### src/hdl/rv_isa_pkg.sv
package rv_isa_pkg;

    // ALU operation select, decoded from opcode/funct3/funct7 upstream
    typedef enum logic [3:0] {
        alu_add  = 4'd0,
        alu_sub  = 4'd1,
        alu_and  = 4'd2,
        alu_or   = 4'd3,
        alu_xor  = 4'd4,
        alu_sll  = 4'd5,
        alu_srl  = 4'd6,
        alu_sra  = 4'd7,
        alu_slt  = 4'd8,
        alu_sltu = 4'd9
    } alu_op_t;

    // Source of the value written back to the register file
    typedef enum logic [2:0] {
        res_alu = 3'd0,
        res_mem = 3'd1,
        res_pc4 = 3'd2,
        res_csr = 3'd3,
        res_mul = 3'd4
    } res_src_t;

    // Load/store access width, as carried in funct3
    localparam logic [2:0] f3_byte   = 3'd0;
    localparam logic [2:0] f3_half   = 3'd1;
    localparam logic [2:0] f3_word   = 3'd2;
    localparam logic [2:0] f3_byte_u = 3'd4;
    localparam logic [2:0] f3_half_u = 3'd5;

endpackage

### src/hdl/rv_pipe_pkg.sv
package rv_pipe_pkg;

    // Integer datapath width
    localparam int xlen = 32;

    // Register file index width, x0..x31
    localparam int reg_idx_w = 5;

    // Data memory size in 32-bit words
    localparam int dmem_words = 256;

    // Word address, taken from alu_result bits 9:2
    localparam int dmem_addr_w = 8;

endpackage

### src/hdl/rv_wb_stage.sv
`timescale 1ns/1ps

module rv_wb_stage (
    input  rv_isa_pkg::res_src_t         res_src_wb,
    input  logic [2:0]                   funct3_wb,
    input  logic [1:0]                   byte_off_wb,
    input  logic [rv_pipe_pkg::xlen-1:0] alu_result_wb,
    input  logic [rv_pipe_pkg::xlen-1:0] mem_rdata_wb,
    input  logic [rv_pipe_pkg::xlen-1:0] pc_plus4_wb,
    input  logic [rv_pipe_pkg::xlen-1:0] csr_rdata_wb,
    input  logic [rv_pipe_pkg::xlen-1:0] m_result_wb,
    output logic [rv_pipe_pkg::xlen-1:0] result_wb
);

    import rv_isa_pkg::*;
    import rv_pipe_pkg::*;

    logic [7:0]      ld_byte;
    logic [15:0]     ld_half;
    logic [xlen-1:0] load_val;

    assign ld_byte = mem_rdata_wb[byte_off_wb*8 +: 8];
    assign ld_half = byte_off_wb[1] ? mem_rdata_wb[31:16] : mem_rdata_wb[15:0];

    // Sign or zero extend depending on the unsigned variants
    always_comb begin
        case (funct3_wb)
            f3_byte:   load_val = {{(xlen - 8){ld_byte[7]}}, ld_byte};
            f3_byte_u: load_val = {{(xlen - 8){1'b0}}, ld_byte};
            f3_half:   load_val = {{(xlen - 16){ld_half[15]}}, ld_half};
            f3_half_u: load_val = {{(xlen - 16){1'b0}}, ld_half};
            default:   load_val = mem_rdata_wb;
        endcase
    end

    always_comb begin
        case (res_src_wb)
            res_mem: result_wb = load_val;
            res_pc4: result_wb = pc_plus4_wb;
            res_csr: result_wb = csr_rdata_wb;
            res_mul: result_wb = m_result_wb;
            // res_alu and any unused code
            default: result_wb = alu_result_wb;
        endcase
    end

endmodule

### config.mk
export PLATFORM = sky130hd
export DESIGN_NAME = rv_wb_stage
export DESIGN_NICKNAME = d
export VERILOG_FILES = /design/src/hdl/rv_isa_pkg.sv /design/src/hdl/rv_pipe_pkg.sv /design/src/hdl/rv_wb_stage.sv
export SDC_FILE = /design/constraint.sdc
export NUM_CORES = 1
export LEC_CHECK = 0
export BUFFER_PORTS_ARGS = -buffer_cell sky130_fd_sc_hd__buf_2
export CORE_AREA = 5 5 84 86
export DETAILED_ROUTE_END_ITERATION = 10
export DIE_AREA = 0 0 89 91
export PLACE_DENSITY = 0.76
export SYNTH_ARGS = -nofsm -noshare
export SYNTH_HDL_FRONTEND = slang
export SYNTH_SLANG_ARGS = --single-unit
### constraint.sdc
create_clock -name vclk -period 2.1
set_input_delay 0.315 -clock vclk [all_inputs]
set_output_delay 0.315 -clock vclk [all_outputs]
set_load 0.02 [all_outputs]
After elaboration in Yosys (flattened, before gate mapping)
Cells that the tools add are included.

Bits in registers: 0. Input bits: 168. Logic and storage cells: 12.

Equality and inequality tests: 7. Shift-type cells: 1. Muxes and demuxes: 3. Reduce and logical (&&, ||, !) cells: 1.

Operator list (number): $pmux W32 S4 (2); $shiftx A32 B6 Y8 (1); $mux W16 (1); $eq A3 B3 Y1 const B (3); $eq A3 B1 Y1 const B (2); $eq A3 B2 Y1 const B (2); $logic_not A3 Y1 (1).

Logic depth before layout (Yosys ltp)
Depth in word-level cells: 3. Gate-level depth with buffers: 7. Depth with buffers taken out: 4.

Worst setup path before layout
OpenSTA, ideal clock, no wires.

Path kind: input -> output. From: in res_src_wb[0]. To: out result_wb[2] in the netlist's numbering. Data arrival time: 1.733 ns. Data required time: 1.785 ns. Slack: 0.052 ns. Stages on the path: 7. Cells stage by stage: buf_4 -> nor2_1 -> xnor2_1 -> buf_2 -> buf_1 -> nor2_1 -> a21oi_1.

Word-level cells in the longest chain between the ends: 2. Elaborated cells between the ends (all ways): 5. Those cells by class: 4 x eq/ne; 1 x mux.

Ends and longest elaborated chain: start, declared (line rv_wb_stage.sv:4) `input rv_isa_pkg::res_src_t res_src_wb,`; $eq A3 B3 Y1, or another cell as far along (line rv_wb_stage.sv:37) `case (res_src_wb)`; $pmux W32 S4 * (line rv_wb_stage.sv:37); end, declared (line rv_wb_stage.sv:12) `output logic [rv_pipe_pkg::xlen-1:0] result_wb`.

Mark *: on every way between the ends. The rest lies on a longest branch, timed or not.

Final worst setup path
From: in res_src_wb[2]. To: out result_wb[0] in the netlist's numbering.

The elaborated chain is that of the path after synthesis.

==> Implementation_results.wiki <==
{| class="wikitable"
! Metric !! Value
|-
| Run status || finished, final reports clean
|-
| Core area || 6200 sq um
|-
| Portion of the post-synthesis area used by sequential elements || 0%
|-
| Routed len/inst || 17.5 um
|-
| Sequential cell count || 0
|-
| Final number of setup-violating endpoints || 0
|-
| Vias per Instance || 5.58
|-
| Register cell area after layout || 0 sq um
|-
| Row cnt || 29
|-
| CP Launch Type || input pin
|-
| Fraction of final layout cells sized beyond drive strength 1 || 47.4%
|-
| Cell chain of the critical path || buf_4 > nor3b_2 > buf_4 > a222oi_1 > a311oi_1 > nor3_1 > buf_2
|-
| Worst supply voltage drop on vdd || 140 uV
|-
| # fillers || 644
|-
| Via count || 3529
|-
| Antenna fix cells || 0
|-
| Post-synthesis cell area || 2120 sq um
|-
| Worst hold path stage count || 3
|-
| Time the worst path needs with I/O delays and setup || 2.09 ns
|-
| Wire length of the first global-routing pass || 16400 um
|-
| Classification of the worst setup path || in -> out
|-
| Post-CTS Repair Setup Buffers || 0
|-
| Initial antenna violation count || 0
|-
| Post-synthesis area per instance || 5.98 sq um
|-
| Final wirelength || 11100 um
|-
| Area of the die || 8100 sq um
|-
| Largest fanout on the critical path || 8
|-
| First-pass iteration count of the detailed router || 5
|-
| Synthesis-to-layout area growth || 59.6%
|-
| Yosys cell types || 48
|-
| Global placer's final weighted congestion || 1.01
|-
| Power density cells || 246 nW/um^2
|-
| Crit path required time || 1.78 ns
|-
| Instance count of the mapped netlist || 355
|-
| Half-perimeter wire length after detailed placement || 9330 um
|-
| Maximum clock frequency || 0.479 GHz
|-
| Worst slew pin tran || 0.496 ns
|-
| Overall die width || 89 um
|-
| DRT iter0 DRCs || 185
|-
| Cell taking the most area after synthesis || sky130_fd_sc_hd__nor2_1
|-
| Number of clock buffers in the layout || 0
|-
| Max_slew headroom || 67.0%
|-
| Summed negative setup slack over all endpoints || 0 ns
|-
| Unrepaired setup endpoints after global routing || yes
|-
| Final clock period utilization by the worst path || 99.5%
|-
| Top-Level Pins || 200
|-
| Endpoint arrival time on the critical path || 1.77 ns
|-
| Top cell types by occurrence after synthesis || sky130_fd_sc_hd__nor2_1 (62), sky130_fd_sc_hd__nand2_1 (60), sky130_fd_sc_hd__o21ai_0 (29), sky130_fd_sc_hd__clkbuf_1 (20), sky130_fd_sc_hd__a22oi_1 (16)
|-
| Final hold violation count || 0
|-
| Height of the die || 91 um
|-
| Initial standard-cell utilization of the core || 34.2%
|-
| Residual overflow from global routing || 0
|-
| Critical Path Slowest Stage Cell || sky130_fd_sc_hd__a222oi_1
|-
| Worst hold slack across all endpoints || 0.987 ns
|-
| # Max-Cap Violations || 0
|-
| Post-synth top area share || 11.0%
|-
| Worst min-delay path class || in -> out
|-
| CP max stage delay || 0.48 ns
|-
| P_leak || 1.68 nW
|-
| Maximum number of pins on one net before global-route repair || 32
|-
| Endpoint type of the worst setup path || primary output
|-
| Detail Route Antenna Nets || 0
|-
| Total track usage || 24.7%
|-
| Cell with the most instances after synthesis || sky130_fd_sc_hd__nor2_1
|-
| Synth Net Count || 523
|-
| Final Net Count || 725
|-
| Most repeated library cell on the critical path || sky130_fd_sc_hd__buf_4
|-
| Residual DRC || 0
|-
| Via count of the first global-routing pass || 3419
|-
| Cell types with the largest area share after synthesis || sky130_fd_sc_hd__nor2_1 (11%), sky130_fd_sc_hd__nand2_1 (11%), sky130_fd_sc_hd__o21ai_0 (6.8%)
|-
| Count of buffers inserted at the top-level ports || 200
|-
| Max-slew violation count || 0
|-
| Number of warnings reported in the yosys synthesis log || 0
|}
==> report_power, final <==
group	internal (mW)	switching (mW)	total [mW]
combinational	0.379	0.455	0.835
clock	0	0	0
sequential	0	0	0
==> stage by stage <==
step | power (mW) | instance area [sq um] | utilization [%] | cells | setup WS, ns
finish | 0.835 | 3390 | 54.6 | 632 | 0.0108
global route | 0.902 | 3390 | 54.6 | 632 | -0.0564
CTS | 0.825 | 3360 | 54.2 | 631 | 0.0107
detailed placement | 0.822 | 3360 | 54.2 | 631 | 0.0194
global placement | 0.814 | 3360 | 54.2 | 631 | 0.0696
floorplan | 0.447 | 2120 | - | 355 | 0.0518
==> layout by cell type (no fill, tap or decap), types with 2 or more instances in the layout <==
| master | count |
|---|---|
| sky130_fd_sc_hd__buf_12 | 4 |
| sky130_fd_sc_hd__a31oi_2 | 10 |
| sky130_fd_sc_hd__inv_1 | 9 |
| sky130_fd_sc_hd__o22a_1 | 6 |
| sky130_fd_sc_hd__mux2_2 | 4 |
| sky130_fd_sc_hd__a221oi_1 | 6 |
| sky130_fd_sc_hd__a21oi_1 | 8 |
| sky130_fd_sc_hd__nor3b_1 | 2 |
| sky130_fd_sc_hd__buf_4 | 33 |
| sky130_fd_sc_hd__o21ai_0 | 29 |
| sky130_fd_sc_hd__a31oi_1 | 12 |
| sky130_fd_sc_hd__and3b_1 | 6 |
| sky130_fd_sc_hd__o21bai_1 | 5 |
| sky130_fd_sc_hd__a222oi_1 | 5 |
| sky130_fd_sc_hd__mux2i_1 | 12 |
| sky130_fd_sc_hd__o22ai_1 | 3 |
| sky130_fd_sc_hd__nor2b_1 | 10 |
| sky130_fd_sc_hd__nor2b_2 | 2 |
| sky130_fd_sc_hd__nand3b_1 | 10 |
| sky130_fd_sc_hd__nor3_1 | 6 |
| sky130_fd_sc_hd__buf_2 | 199 |
| sky130_fd_sc_hd__a311oi_1 | 6 |
| sky130_fd_sc_hd__nand3_1 | 5 |
| sky130_fd_sc_hd__nor2_1 | 62 |
| sky130_fd_sc_hd__o211ai_1 | 2 |
| sky130_fd_sc_hd__nand2_1 | 60 |
| sky130_fd_sc_hd__a22oi_1 | 16 |
==> kinds of logic after synthesis <==
group                  Yosys count  share of synthesized area [%]
AO/OA/AOI/OAI                  119                           42.5
XOR/XNOR                         1                          0.413
buffers and inverters           46                           10.4
multiplexers                    16                           7.78
AND/OR/NAND/NOR                173                           39.0
==> path summary, 6_finish.rpt <==
check	start	endpoint	slack (ns)
worst max-delay path	res_src_wb[2]	result_wb[0]	0.01
worst min-delay path	alu_result_wb[12]	result_wb[12]	0.99
==> area by class of cell <==
cell class / instances / area (sq um) / share of cell area (%)
Inverter: 9 / 33.8 / 0.997
Multi-Input combinational cell: 310 / 1930 / 57.1
Tap cell: 77 / 96.3 / 2.84
Timing Repair Buffer: 236 / 1320 / 39.1
==> routing by layer <==
metal | up-vias | GRT usage (%) | wire [um]
li1 | 1700 | - | -
met1 | 1607 | 30.6 | 4360
met2 | 199 | 44.4 | 5430
met3 | 23 | 2.53 | 976
met4 | 0 | 6.58 | 297
met5 | - | 0 | 0
==> worst max-delay path: cells and delay by family <==
family          cells  cell delay [ns]
simple gates        2             0.37
buf+inv             3             0.48
compound gates      2             0.60
==> timing repair <==
item,in CTS,in global routing
resized for setup,0,5
hold buffers,0,0
endpoints found under the hold margin,0,0
setup endpoints to repair,0,21
No activity file was read; power rests on OpenSTA's default activity.
