$ cat src/hdl/rv_isa_pkg.sv
package rv_isa_pkg;

    // ALU operation select, decoded from opcode/funct3/funct7 upstream
    typedef enum logic [3:0] {
        alu_add  = 4'd0,
        alu_sub  = 4'd1,
        alu_and  = 4'd2,
        alu_or   = 4'd3,
        alu_xor  = 4'd4,
        alu_sll  = 4'd5,
        alu_srl  = 4'd6,
        alu_sra  = 4'd7,
        alu_slt  = 4'd8,
        alu_sltu = 4'd9
    } alu_op_t;

    // Source of the value written back to the register file
    typedef enum logic [2:0] {
        res_alu = 3'd0,
        res_mem = 3'd1,
        res_pc4 = 3'd2,
        res_csr = 3'd3,
        res_mul = 3'd4
    } res_src_t;

    // Load/store access width, as carried in funct3
    localparam logic [2:0] f3_byte   = 3'd0;
    localparam logic [2:0] f3_half   = 3'd1;
    localparam logic [2:0] f3_word   = 3'd2;
    localparam logic [2:0] f3_byte_u = 3'd4;
    localparam logic [2:0] f3_half_u = 3'd5;

endpackage

$ cat src/hdl/rv_pipe_pkg.sv
package rv_pipe_pkg;

    // Integer datapath width
    localparam int xlen = 32;

    // Register file index width, x0..x31
    localparam int reg_idx_w = 5;

    // Data memory size in 32-bit words
    localparam int dmem_words = 256;

    // Word address, taken from alu_result bits 9:2
    localparam int dmem_addr_w = 8;

endpackage

$ cat src/hdl/rv_ex_stage.sv
`timescale 1ns/1ps

module rv_ex_stage (
    input  rv_isa_pkg::alu_op_t          alu_op_ex,
    input  logic                         alu_src_imm_ex,
    input  logic [rv_pipe_pkg::xlen-1:0] rs1_data_ex,
    input  logic [rv_pipe_pkg::xlen-1:0] rs2_data_ex,
    input  logic [rv_pipe_pkg::xlen-1:0] imm_ex,
    input  logic [rv_pipe_pkg::xlen-1:0] pc_ex,
    output logic [rv_pipe_pkg::xlen-1:0] alu_result_ex,
    output logic [rv_pipe_pkg::xlen-1:0] pc_plus4_ex
);

    import rv_isa_pkg::*;
    import rv_pipe_pkg::*;

    logic [xlen-1:0] op_a;
    logic [xlen-1:0] op_b;
    logic [4:0]      shamt;

    assign op_a = rs1_data_ex;

    // Immediate form vs register form
    assign op_b = alu_src_imm_ex ? imm_ex : rs2_data_ex;

    // Only the low five bits count for RV32 shifts
    assign shamt = op_b[4:0];

    always_comb begin
        case (alu_op_ex)
            alu_add: begin
                alu_result_ex = op_a + op_b;
            end
            alu_sub: begin
                alu_result_ex = op_a - op_b;
            end
            alu_and:  alu_result_ex = op_a & op_b;
            alu_or:   alu_result_ex = op_a | op_b;
            alu_xor:  alu_result_ex = op_a ^ op_b;
            alu_sll:  alu_result_ex = op_a << shamt;
            alu_srl:  alu_result_ex = op_a >> shamt;
            alu_sra: begin
                alu_result_ex = $signed(op_a) >>> shamt;
            end
            alu_slt: begin
                alu_result_ex = {{(xlen - 1){1'b0}}, $signed(op_a) < $signed(op_b)};
            end
            alu_sltu: begin
                alu_result_ex = {{(xlen - 1){1'b0}}, op_a < op_b};
            end
            default: begin
                alu_result_ex = '0;
            end
        endcase
    end

    // Link value for jal/jalr, written back via res_pc4
    assign pc_plus4_ex = pc_ex + xlen'(4);

endmodule

$ cat config.mk
export PLATFORM = sky130hd
export DESIGN_NAME = rv_ex_stage
export DESIGN_NICKNAME = d
export VERILOG_FILES = /design/src/hdl/rv_isa_pkg.sv /design/src/hdl/rv_pipe_pkg.sv /design/src/hdl/rv_ex_stage.sv
export SDC_FILE = /design/constraint.sdc
export NUM_CORES = 1
export LEC_CHECK = 0
export BUFFER_PORTS_ARGS = -buffer_cell sky130_fd_sc_hd__buf_2
export CAP_MARGIN = 15
export CORE_ASPECT_RATIO = 1.75
export CORE_MARGIN = 1.5
export CORE_UTILIZATION = 50
export DETAILED_ROUTE_END_ITERATION = 6
export PLACE_DENSITY = 0.76
export SETUP_SLACK_MARGIN = 0.2
export SLEW_MARGIN = 20
export SYNTH_ARGS = -nofsm -noshare
export SYNTH_HDL_FRONTEND = slang
export SYNTH_SLANG_ARGS = --single-unit
$ cat constraint.sdc
create_clock -name vclk -period 6.9
set_input_delay 1.035 -clock vclk [all_inputs]
set_output_delay 1.035 -clock vclk [all_outputs]
set_load 0.02 [all_outputs]
== Word level (Yosys, flattened, before mapping) ==
Index checks and enable logic that the tools add are counted.
Widths: inputs -> output; s select.

* Add/subtract/negate cells: 3
* Order comparisons: 2
* Eq/ne operators: 9
* Shift-type cells: 3
* Muxes and demuxes: 2
* Bitwise gates (word level): 3
* Reductions and logical operators: 1

{| class="wikitable"
|+ Operator list
! operator !! number
|-
| $pmux 32 s10 || 1
|-
| $lt 32x32->1 || 2
|-
| $add 32x3->32 const B || 1
|-
| $add 32x32->32 || 1
|-
| $and 32x32->32 || 1
|-
| $mux 32 || 1
|-
| $or 32x32->32 || 1
|-
| $shl 32x5->32 || 1
|-
| $shr 32x5->32 || 1
|-
| $sshr 32x5->32 || 1
|-
| $sub 32x32->32 || 1
|-
| $xor 32x32->32 || 1
|-
| $eq 4x3->1 const B || 4
|-
| $eq 4x2->1 const B || 2
|-
| $eq 4x4->1 const B || 2
|-
| $eq 4x1->1 const B || 1
|-
| $logic_not 4->1 || 1
|}

* Register bits: 0
* Bits of input ports: 133
* Output and inout bits: 64
* Logic and storage cells: 23

== Longest topological paths before layout ==
Gate-level depths: netlist (run 1).

* Depth after elaboration: 3
* Depth in mapped cells: 19
* Gate-level depth less buffers: 15

== Least setup slack after synthesis (run 1) ==
Ideal clock, no wire load.

* Path kind: input to output
* Start point: input port alu_src_imm_ex
* End point: output port alu_result_ex[31] (netlist bit)
* Arrival: 4.703 ns
* Data required time: 5.865 ns
* Path slack: 1.162 ns
* Stages: 16
* Path buffers: 4
* Cell sequence: buf_4 > buf_2 > buf_1 > mux2i_1 > ha_1 > buf_6 > nor2_4 > or4b_1 > a2111oi_2 > a311oi_2 > a21oi_2 > a221o_2 > a31o_1 > a22oi_2 > xnor2_1 > o21ai_1

* Word-level cells in the longest chain between the ends: 3
* Elaborated cells on any way between the ends: 10
* Classes of those cells: 2 x add/sub; 3 x shift; 2 x mux; 3 x bitwise

{| class="wikitable"
|+ Ends and longest elaborated chain
! item !! RTL line !! text
|-
| start, declared || rv_ex_stage.sv:5 || <nowiki>input logic alu_src_imm_ex,</nowiki>
|-
| $mux 32 * || rv_ex_stage.sv:24 || <nowiki>assign op_b = alu_src_imm_ex ? imm_ex : rs2_data_ex;</nowiki>
|-
| $sub 32x32->32, or another cell as far along || rv_ex_stage.sv:35 || <nowiki>alu_result_ex = op_a - op_b;</nowiki>
|-
| $pmux 32 s10 * || rv_ex_stage.sv:30 || <nowiki>case (alu_op_ex)</nowiki>
|-
| end, declared || rv_ex_stage.sv:10 || <nowiki>output logic [rv_pipe_pkg::xlen-1:0] alu_result_ex,</nowiki>
|}

Every way passes the cells marked *; elsewhere a longest branch is shown, timed or not.

== Final worst setup path (run 1) ==
* Start point: input port alu_src_imm_ex
* End point: output port alu_result_ex[30] (netlist bit)

The elaborated chain is that of the path after synthesis.

==> impl_metrics.json, run 1 <==
{
  "worst_pin_slew_ns": 1.15,
  "io_pins": 197,
  "core_um2": 18600,
  "status": "finished, final reports clean",
  "post-place-ws_ns": 1.06,
  "synth_top_cell_area_share_pct": 13.2,
  "seqCellArea_um2": 0,
  "die_h_um": 185,
  "route.detailed.drc": 0,
  "muxShareOfSynthArea_pct": 11.1,
  "leakage_nw": 4.78,
  "area_delta_synth_final_pct": 10.0,
  "crit_start": "alu_src_imm_ex",
  "synth_fp_nets": 1750,
  "place_congestion": 1.07,
  "drt-total-wl_um": 46200,
  "ys_warn_count": 0,
  "yosysMostFrequentCell": "nor2_1",
  "synth_cell_type_count": 81,
  "hold_path_class": "in2out",
  "die_area_um2": 19800,
  "slowest_stage": "fa_1",
  "tns_ns": 0,
  "hp-start": "pc_ex[0]",
  "synth.top_cells.by_area": "ha_1 13%, mux2i_1 9.1%, a21oi_1 8.7%",
  "synth_common_cells": "174 x nor2_1, 169 x nand2_1, 165 x a21oi_1",
  "dr.first_iter.drc_count": 1393,
  "setup_ws_ns": 0.912,
  "rsz0062_at_grt": "false",
  "antenna_found_initial": 1,
  "cts_setup_buffers": 0,
  "avgSynthCellArea_um2": 6.25,
  "syn_inst": 1515,
  "timing.fmax_ghz": 0.167,
  "start_kind": "input port",
  "synthSimpleGateAreaFrac_pct": 22.6,
  "slew_viol_final": 0,
  "cp.required_ns": 5.86,
  "whs_path_depth": 0,
  "finalSetupViolations": 0,
  "io_buffer_count": 193,
  "fin_crit_ns": 5.99,
  "num-clock-buffers": 0,
  "final_util_pct": 56.1,
  "final_antenna_net_count": 0,
  "netlist_area_um2": 9470,
  "synth_xor_area_share_pct": 4.99,
  "cpPeakStageDelay_ns": 0.41,
  "min_to": "pc_plus4_ex[0]",
  "yosysSeqAreaShare_pct": 0,
  "grt_use_total_pct": 44.9,
  "cp_cell_sequence": "buf_2 -> buf_4 -> mux2i_4 -> inv_2 -> fa_1 -> o21bai_1 -> a21o_1 -> a31oi_1 -> a21oi_1 -> a211oi_1 -> a211oi_1 -> o211ai_1 -> o22a_1 -> mux2i_1 -> o211ai_1 -> buf_2",
  "routedWlPerCell_um": 25.0,
  "initial_core_util_pct": 51.0,
  "cts_resized": 0,
  "peakVddDrop_uv": 61.5,
  "cts_hold_buf": 0,
  "grt_pass1_vias": 12100,
  "synth_top_family_by_area": "compound AO/OA/AOI/OAI gates",
  "grt_pass1_wl_um": 68500,
  "drv_cap": 0,
  "gr-total-overflow": 0,
  "dp_hpwl_um": 36100,
  "drive_gt1_share_pct": 16.1,
  "num_rows": 66,
  "hold_violations": 0,
  "synth-compound-area-share_pct": 38.0,
  "die_width_um": 107,
  "dr.pass1.iters": 7,
  "numSequentialCells": 0,
  "synthAdderAreaFrac_pct": 13.6,
  "num_vias": 12600,
  "relSlewSlack_pct": 23.0,
  "path_class": "in2out",
  "via_per_inst": 6.81,
  "cp_max_fo": 10,
  "power.density_nw_per_um2": 108,
  "hold_ws_ns": 2.07,
  "cp.arrival_ns": 4.95,
  "fin_crit_sh_pct": 86.8,
  "synth_top_area_cell": "ha_1",
  "cp-end-kind": "output port",
  "fin_nets": 1848,
  "grt_max_degree": 71
}
[through the flow]
stage                     cells  instance area [um^2]  power, W
after CTS                  1849                 10400   0.00108
after detailed placement   1849                 10400   0.00107
final                      1850                 10400   0.00113
after global routing       1850                 10400   0.00119
after global placement     1849                 10400   0.00107
after floorplan            1515                  9470  0.000733
[per-layer routing]
metal / track usage, % / vias to the layer above / part of all wire, %
met1: 48.7 / 5833 / 34
met3: 11.9 / 242 / 11
met4: 34.6 / 0 / 9.2
met2: 73.6 / 829 / 46
met5: 0 / - / 0
li1: - / 5699 / -
[power breakdown]
group | internal [W] | leakage, nW | switching (W)
logic | 0.000370 | 4.78 | 0.000756
registers | 0 | 0 | 0
clock network | 0.0000000000194 | 0.00000634 | 0
[layout make-up]
cell class         instances  area [um^2]
repair buffers           217         1150
fillers                 1986         8160
well taps                238          298
multi-input cells       1298         8620
diodes                     1         2.50
inverters                 96          360
[layout by cell type (no fill, tap or decap), drive strengths merged, types with 5 or more instances in the layout]
cell type / n
a211oi: 47
a21o: 21
a21oi: 169
a221o: 5
a221oi: 17
a22oi: 7
a311oi: 8
a31oi: 18
a41oi: 5
and2: 5
and3: 17
buf: 217
ha: 100
inv: 93
mux2i: 87
mux4: 7
nand2: 169
nand2b: 14
nand3: 40
nand4: 11
nor2: 175
nor2b: 11
nor3: 25
nor4: 6
o2111ai: 9
o211ai: 34
o21a: 7
o21ai: 117
o21bai: 18
o221ai: 13
o22ai: 23
o311ai: 5
o31ai: 10
or3: 7
xnor2: 45
xor2: 9
[logic make-up after synthesis]
| family | after synthesis |
|---|---|
| fa+ha+maj | 102 |
| mux | 95 |
| buf+inv | 217 |
| compound gates | 557 |
| xor+xnor | 54 |
| simple gates | 490 |
[worst max-delay path: cells and delay by family]
family	cells	cell delay, ns
compound gates	9	2.14
buf+inv	4	0.88
mux	2	0.48
fa+ha+maj	1	0.41
[how the worst max path moves through the flow]
stage | to | slack (ns) | cells after the start
final | alu_result_ex[30] | 0.91 | 16
after global routing | alu_result_ex[26] | 0.73 | 15
after floorplan | alu_result_ex[31] | 1.16 | 16
after detailed placement | alu_result_ex[26] | 1.06 | 16
after CTS | alu_result_ex[31] | 1.06 | 15
after global placement | alu_result_ex[26] | 1.12 | 16
(Power assumes the default switching activity.)
==> run 2, diff against run 1 <==
--- a/config.mk
+++ b/config.mk
@@ -9,9 +9,11 @@
 export CAP_MARGIN = 15
 export CORE_ASPECT_RATIO = 1.75
 export CORE_MARGIN = 1.5
-export CORE_UTILIZATION = 50
+export CORE_UTILIZATION = 42
 export DETAILED_ROUTE_END_ITERATION = 6
-export PLACE_DENSITY = 0.76
+export PLACE_DENSITY = 0.66
+export RECOVER_POWER = 25
+export REMOVE_ABC_BUFFERS = 1
 export SETUP_SLACK_MARGIN = 0.2
 export SLEW_MARGIN = 20
 export SYNTH_ARGS = -nofsm -noshare
==> run 2 against run 1 <==
Effect of this change:
- critical path depth unchanged
- hold slack about the same
- wire length up 10%
- first-iteration DRC count down 19%
==> impl_metrics.json, run 2 (same netlist as run 1, synthesis figures left out) <==
{
  "seqCellArea_um2": 0,
  "cp.arrival_ns": 5.39,
  "dpl_cell_area_um2": 10600,
  "start_kind": "input port",
  "io_buffer_count": 193,
  "path_class": "in2out",
  "final.fill_count": 2503,
  "timing.fmax_ghz": 0.156,
  "num_rows": 72,
  "die_width_um": 117,
  "postLayoutCellArea_um2": 10500,
  "fin_crit_sh_pct": 93.2,
  "relSlewSlack_pct": 15.0,
  "num_vias": 12600,
  "die_area_um2": 23500,
  "area_delta_synth_final_pct": 11.3,
  "dp_hpwl_um": 39500,
  "grt_pass1_vias": 12100,
  "fin_crit_ns": 6.43,
  "grt_max_degree": 65,
  "layout_commonest_cell": "buf_2",
  "cp_max_fo": 20,
  "rsz0062_at_grt": "false",
  "num-clock-buffers": 0,
  "drv_cap": 0,
  "dr.pass1.iters": 5,
  "final-instance-count-excl-fill": 1916,
  "dr.first_iter.drc_count": 1133,
  "finalSetupViolations": 0,
  "initial_core_util_pct": 42.8,
  "final_antenna_net_count": 0,
  "io_pins": 197,
  "post-place-ws_ns": 0.751,
  "core_um2": 22200,
  "die_h_um": 202,
  "drive_gt1_share_pct": 15.6,
  "cts_resized": 0,
  "numSequentialCells": 0,
  "hold_ws_ns": 2.07,
  "fin_nets": 1856,
  "gr-total-overflow": 0,
  "via_per_inst": 6.58,
  "setup_ws_ns": 0.470,
  "cp.required_ns": 5.86,
  "cts_setup_buffers": 0,
  "place_congestion": 1.05,
  "hold_path_class": "in2out",
  "cp-end-kind": "output port",
  "routedWlPerCell_um": 26.5,
  "route.detailed.drc": 0,
  "placedCellCount": 1915,
  "hold_violations": 0,
  "drt-total-wl_um": 50800,
  "grt_use_total_pct": 42.5,
  "antenna_found_initial": 2,
  "grt_pass1_wl_um": 74700,
  "worst_pin_slew_ns": 1.26,
  "cts_hold_buf": 0,
  "status": "finished, final reports clean",
  "most-common-layout-cells": "179 x buf_2, 174 x nor2_1, 169 x nand2_1, 165 x a21oi_1, 100 x ha_1",
  "slew_viol_final": 0
}
## run 2: worst max-delay path, stage by stage
cell and delay, ns:
buf_2 0.36, buf_12 0.26, mux2i_4 0.37, ha_1 0.33, o21bai_1 0.10, a21o_1 0.23, a31oi_1 0.26, a21oi_1 0.10
buf_4 0.16, a211oi_1 0.52, a211oi_1 0.23, o211ai_1 0.62, o22a_1 0.28, mux2i_1 0.20, o211ai_1 0.10, buf_2 0.20
## run 2: path summary, 6_finish.rpt
path / endpoint / cells past startpoint / start
setup / recovery: alu_result_ex[30] / 16 / alu_src_imm_ex
hold / removal: pc_plus4_ex[0] / 0 / pc_ex[0]
## run 2: routing by layer
layer	track usage [%]	vias to the layer above	part of all wire, %
li1	-	5713	-
met1	43.6	5807	33
met2	69.6	804	47
met3	10.5	274	9.0
met4	38.4	0	12
met5	0	-	0
## run 2: layout make-up
| cell class | instances | area (um^2) | area share (%) |
|---|---|---|---|
| inverter | 96 | 360 | 3.42 |
| tap | 296 | 370 | 3.51 |
| multi-input combinational | 1298 | 8610 | 81.7 |
| timing repair buffer | 225 | 1200 | 11.4 |
| antenna | 1 | 2.50 | 0.0237 |
## run 2: metrics by stage
stage / util [%] / TNS (ns)
finish: 47.6 / 0
CTS: 47.7 / 0
global route: 47.6 / 0
global placement: 47.7 / 0
floorplan: - / -69.89
detailed placement: 47.7 / 0
==> run 3, diff against run 2 <==
--- a/config.mk
+++ b/config.mk
@@ -9,9 +9,9 @@
 export CAP_MARGIN = 15
 export CORE_ASPECT_RATIO = 1.75
 export CORE_MARGIN = 1.5
-export CORE_UTILIZATION = 42
+export CORE_UTILIZATION = 59
 export DETAILED_ROUTE_END_ITERATION = 6
-export PLACE_DENSITY = 0.66
+export PLACE_DENSITY = 0.87
 export RECOVER_POWER = 25
 export REMOVE_ABC_BUFFERS = 1
 export SETUP_SLACK_MARGIN = 0.2
==> run 3 against run 2 <==
Effect of this change:
- the run now ends with design-rule violations left
- design area shrank 1.6%
- setup slack lost 0.14 ns
- die area shrank 28%
- sequential cell count is the same
- core utilization grew 18 points
- hold slack is essentially flat
- non-clock buffer count shrank 6
- global-route usage grew 12 points
- highest routed layer unchanged
==> impl_metrics.json, run 3 (same netlist as run 1, synthesis figures left out) <==
{
  "status": "finished with violations",
  "violations": "design-rule violations",
  "num_rows": 61,
  "num-clock-buffers": 0,
  "fin_crit_ns": 6.57,
  "tns_ns": 0,
  "seqPwrFrac_pct": 0,
  "pwr-share-comb_pct": 100.0,
  "placedCellCount": 1802,
  "finalSetupViolations": 0,
  "final.fill_count": 1576,
  "drv_cap": 0,
  "rsz0062_at_grt": "false",
  "fin_nets": 1850,
  "cp.arrival_ns": 5.54,
  "layout_commonest_cell": "buf_2",
  "io_pins": 197,
  "numSequentialCells": 0,
  "drive_gt1_share_pct": 15.4,
  "core_um2": 15800,
  "grt_max_degree": 82,
  "routedWlPerCell_um": 26.4,
  "num_vias": 13100,
  "power.density_nw_per_um2": 108,
  "timing.fmax_ghz": 0.152,
  "io_buffer_count": 193,
  "final_antenna_net_count": 0,
  "cp_max_fo": 19,
  "via_per_inst": 7.24,
  "cts_resized": 0,
  "place_congestion": 1.06,
  "antenna_found_initial": 4,
  "cp-end-kind": "output port",
  "post-place-ws_ns": 0.843,
  "power.internal_w": 0.000370,
  "dr.pass1.iters": 7,
  "fin_crit_sh_pct": 95.3,
  "start_kind": "input port",
  "final_util_pct": 65.7,
  "die_area_um2": 16900,
  "die_width_um": 98.8,
  "power_frac_clock_pct": 0,
  "swShare_pct": 67.2,
  "hp-start": "pc_ex[0]",
  "cp.required_ns": 5.86,
  "dr.first_iter.drc_count": 1646,
  "seqCellArea_um2": 0,
  "relSlewSlack_pct": 8.68,
  "hold_violations": 0,
  "area_delta_synth_final_pct": 9.59,
  "route.detailed.drc": 22,
  "dp_hpwl_um": 36100,
  "path_class": "in2out",
  "gr-total-overflow": 0,
  "most-common-layout-cells": "179 x buf_2, 174 x nor2_1, 169 x nand2_1, 165 x a21oi_1, 100 x ha_1",
  "initial_core_util_pct": 60.0,
  "crit_start": "alu_src_imm_ex",
  "die_h_um": 171,
  "leakage_nw": 4.75,
  "worst_pin_slew_ns": 1.36,
  "final-instance-count-excl-fill": 1804,
  "slew_viol_final": 0,
  "cts_hold_buf": 0,
  "switchingPower_w": 0.000756,
  "grt_pass1_wl_um": 71700,
  "dpl_cell_area_um2": 10400,
  "cts_setup_buffers": 0,
  "peakVddDrop_uv": 60.2,
  "grt_pass1_vias": 12500,
  "drt-total-wl_um": 47600,
  "grt_use_total_pct": 55.0,
  "hold_path_class": "in2out",
  "postLayoutCellArea_um2": 10400,
  "setup_ws_ns": 0.326
}
run 3: cell count changes in the layout (fill, tap and decap cells not counted), sizes merged:
cell   change
diode      +1
buf        -6
run 3: final timing paths:
kind           endpoint  depth (start not counted)
max   alu_result_ex[30]                         15
min      pc_plus4_ex[0]                          0
run 3: cell type report:
class	count	area (um^2)	share of cell area, %
Timing Repair Buffer	219	1160	11.1
Antenna cell	2	5.00	0.0482
Multi-Input combinational cell	1298	8620	83.1
Tap cell	189	236	2.28
Inverter	96	360	3.47
run 3: routing by layer:
layer	vias up	wire length, um	global-route usage, %	share of wire [%]
li1	5711	-	-	-
met5	-	0	0	0
met2	1091	21200	88.8	45
met4	0	6110	55.1	13
met1	5877	14700	54.9	31
met3	382	5600	16.4	12
run 3: worst max-delay path, cell delays in order:
cell and delay (ns):
buf_2 0.20, buf_4 0.40, mux2i_1 0.35, ha_1 0.36, nor2_1 0.17, a21o_1 0.21, a31oi_1 0.35, a21oi_1 0.22
a211oi_1 0.50, a211oi_1 0.21, o211ai_1 0.72, o22a_1 0.29, mux2i_1 0.20, o211ai_1 0.10, buf_2 0.19
run 3: power groups by stage:
stage,Sequential (W),Combinational [W],Clock [W]
6_report,0,0.00113,0.0000000000387
5_1_grt,0,0.00119,0.0000000000387
4_1_cts,0,0.00107,0
3_5_place_dp,0,0.00106,0
3_3_place_gp,0,0.00105,0
2_1_floorplan,0,0.000703,0
run 3: stage by stage:
stage          power [W]  hold WS [ns]
2_1_floorplan   0.000703          2.07
3_3_place_gp     0.00105          2.07
3_5_place_dp     0.00106          2.07
4_1_cts          0.00107          2.07
5_1_grt          0.00119          2.07
6_report         0.00113          2.07
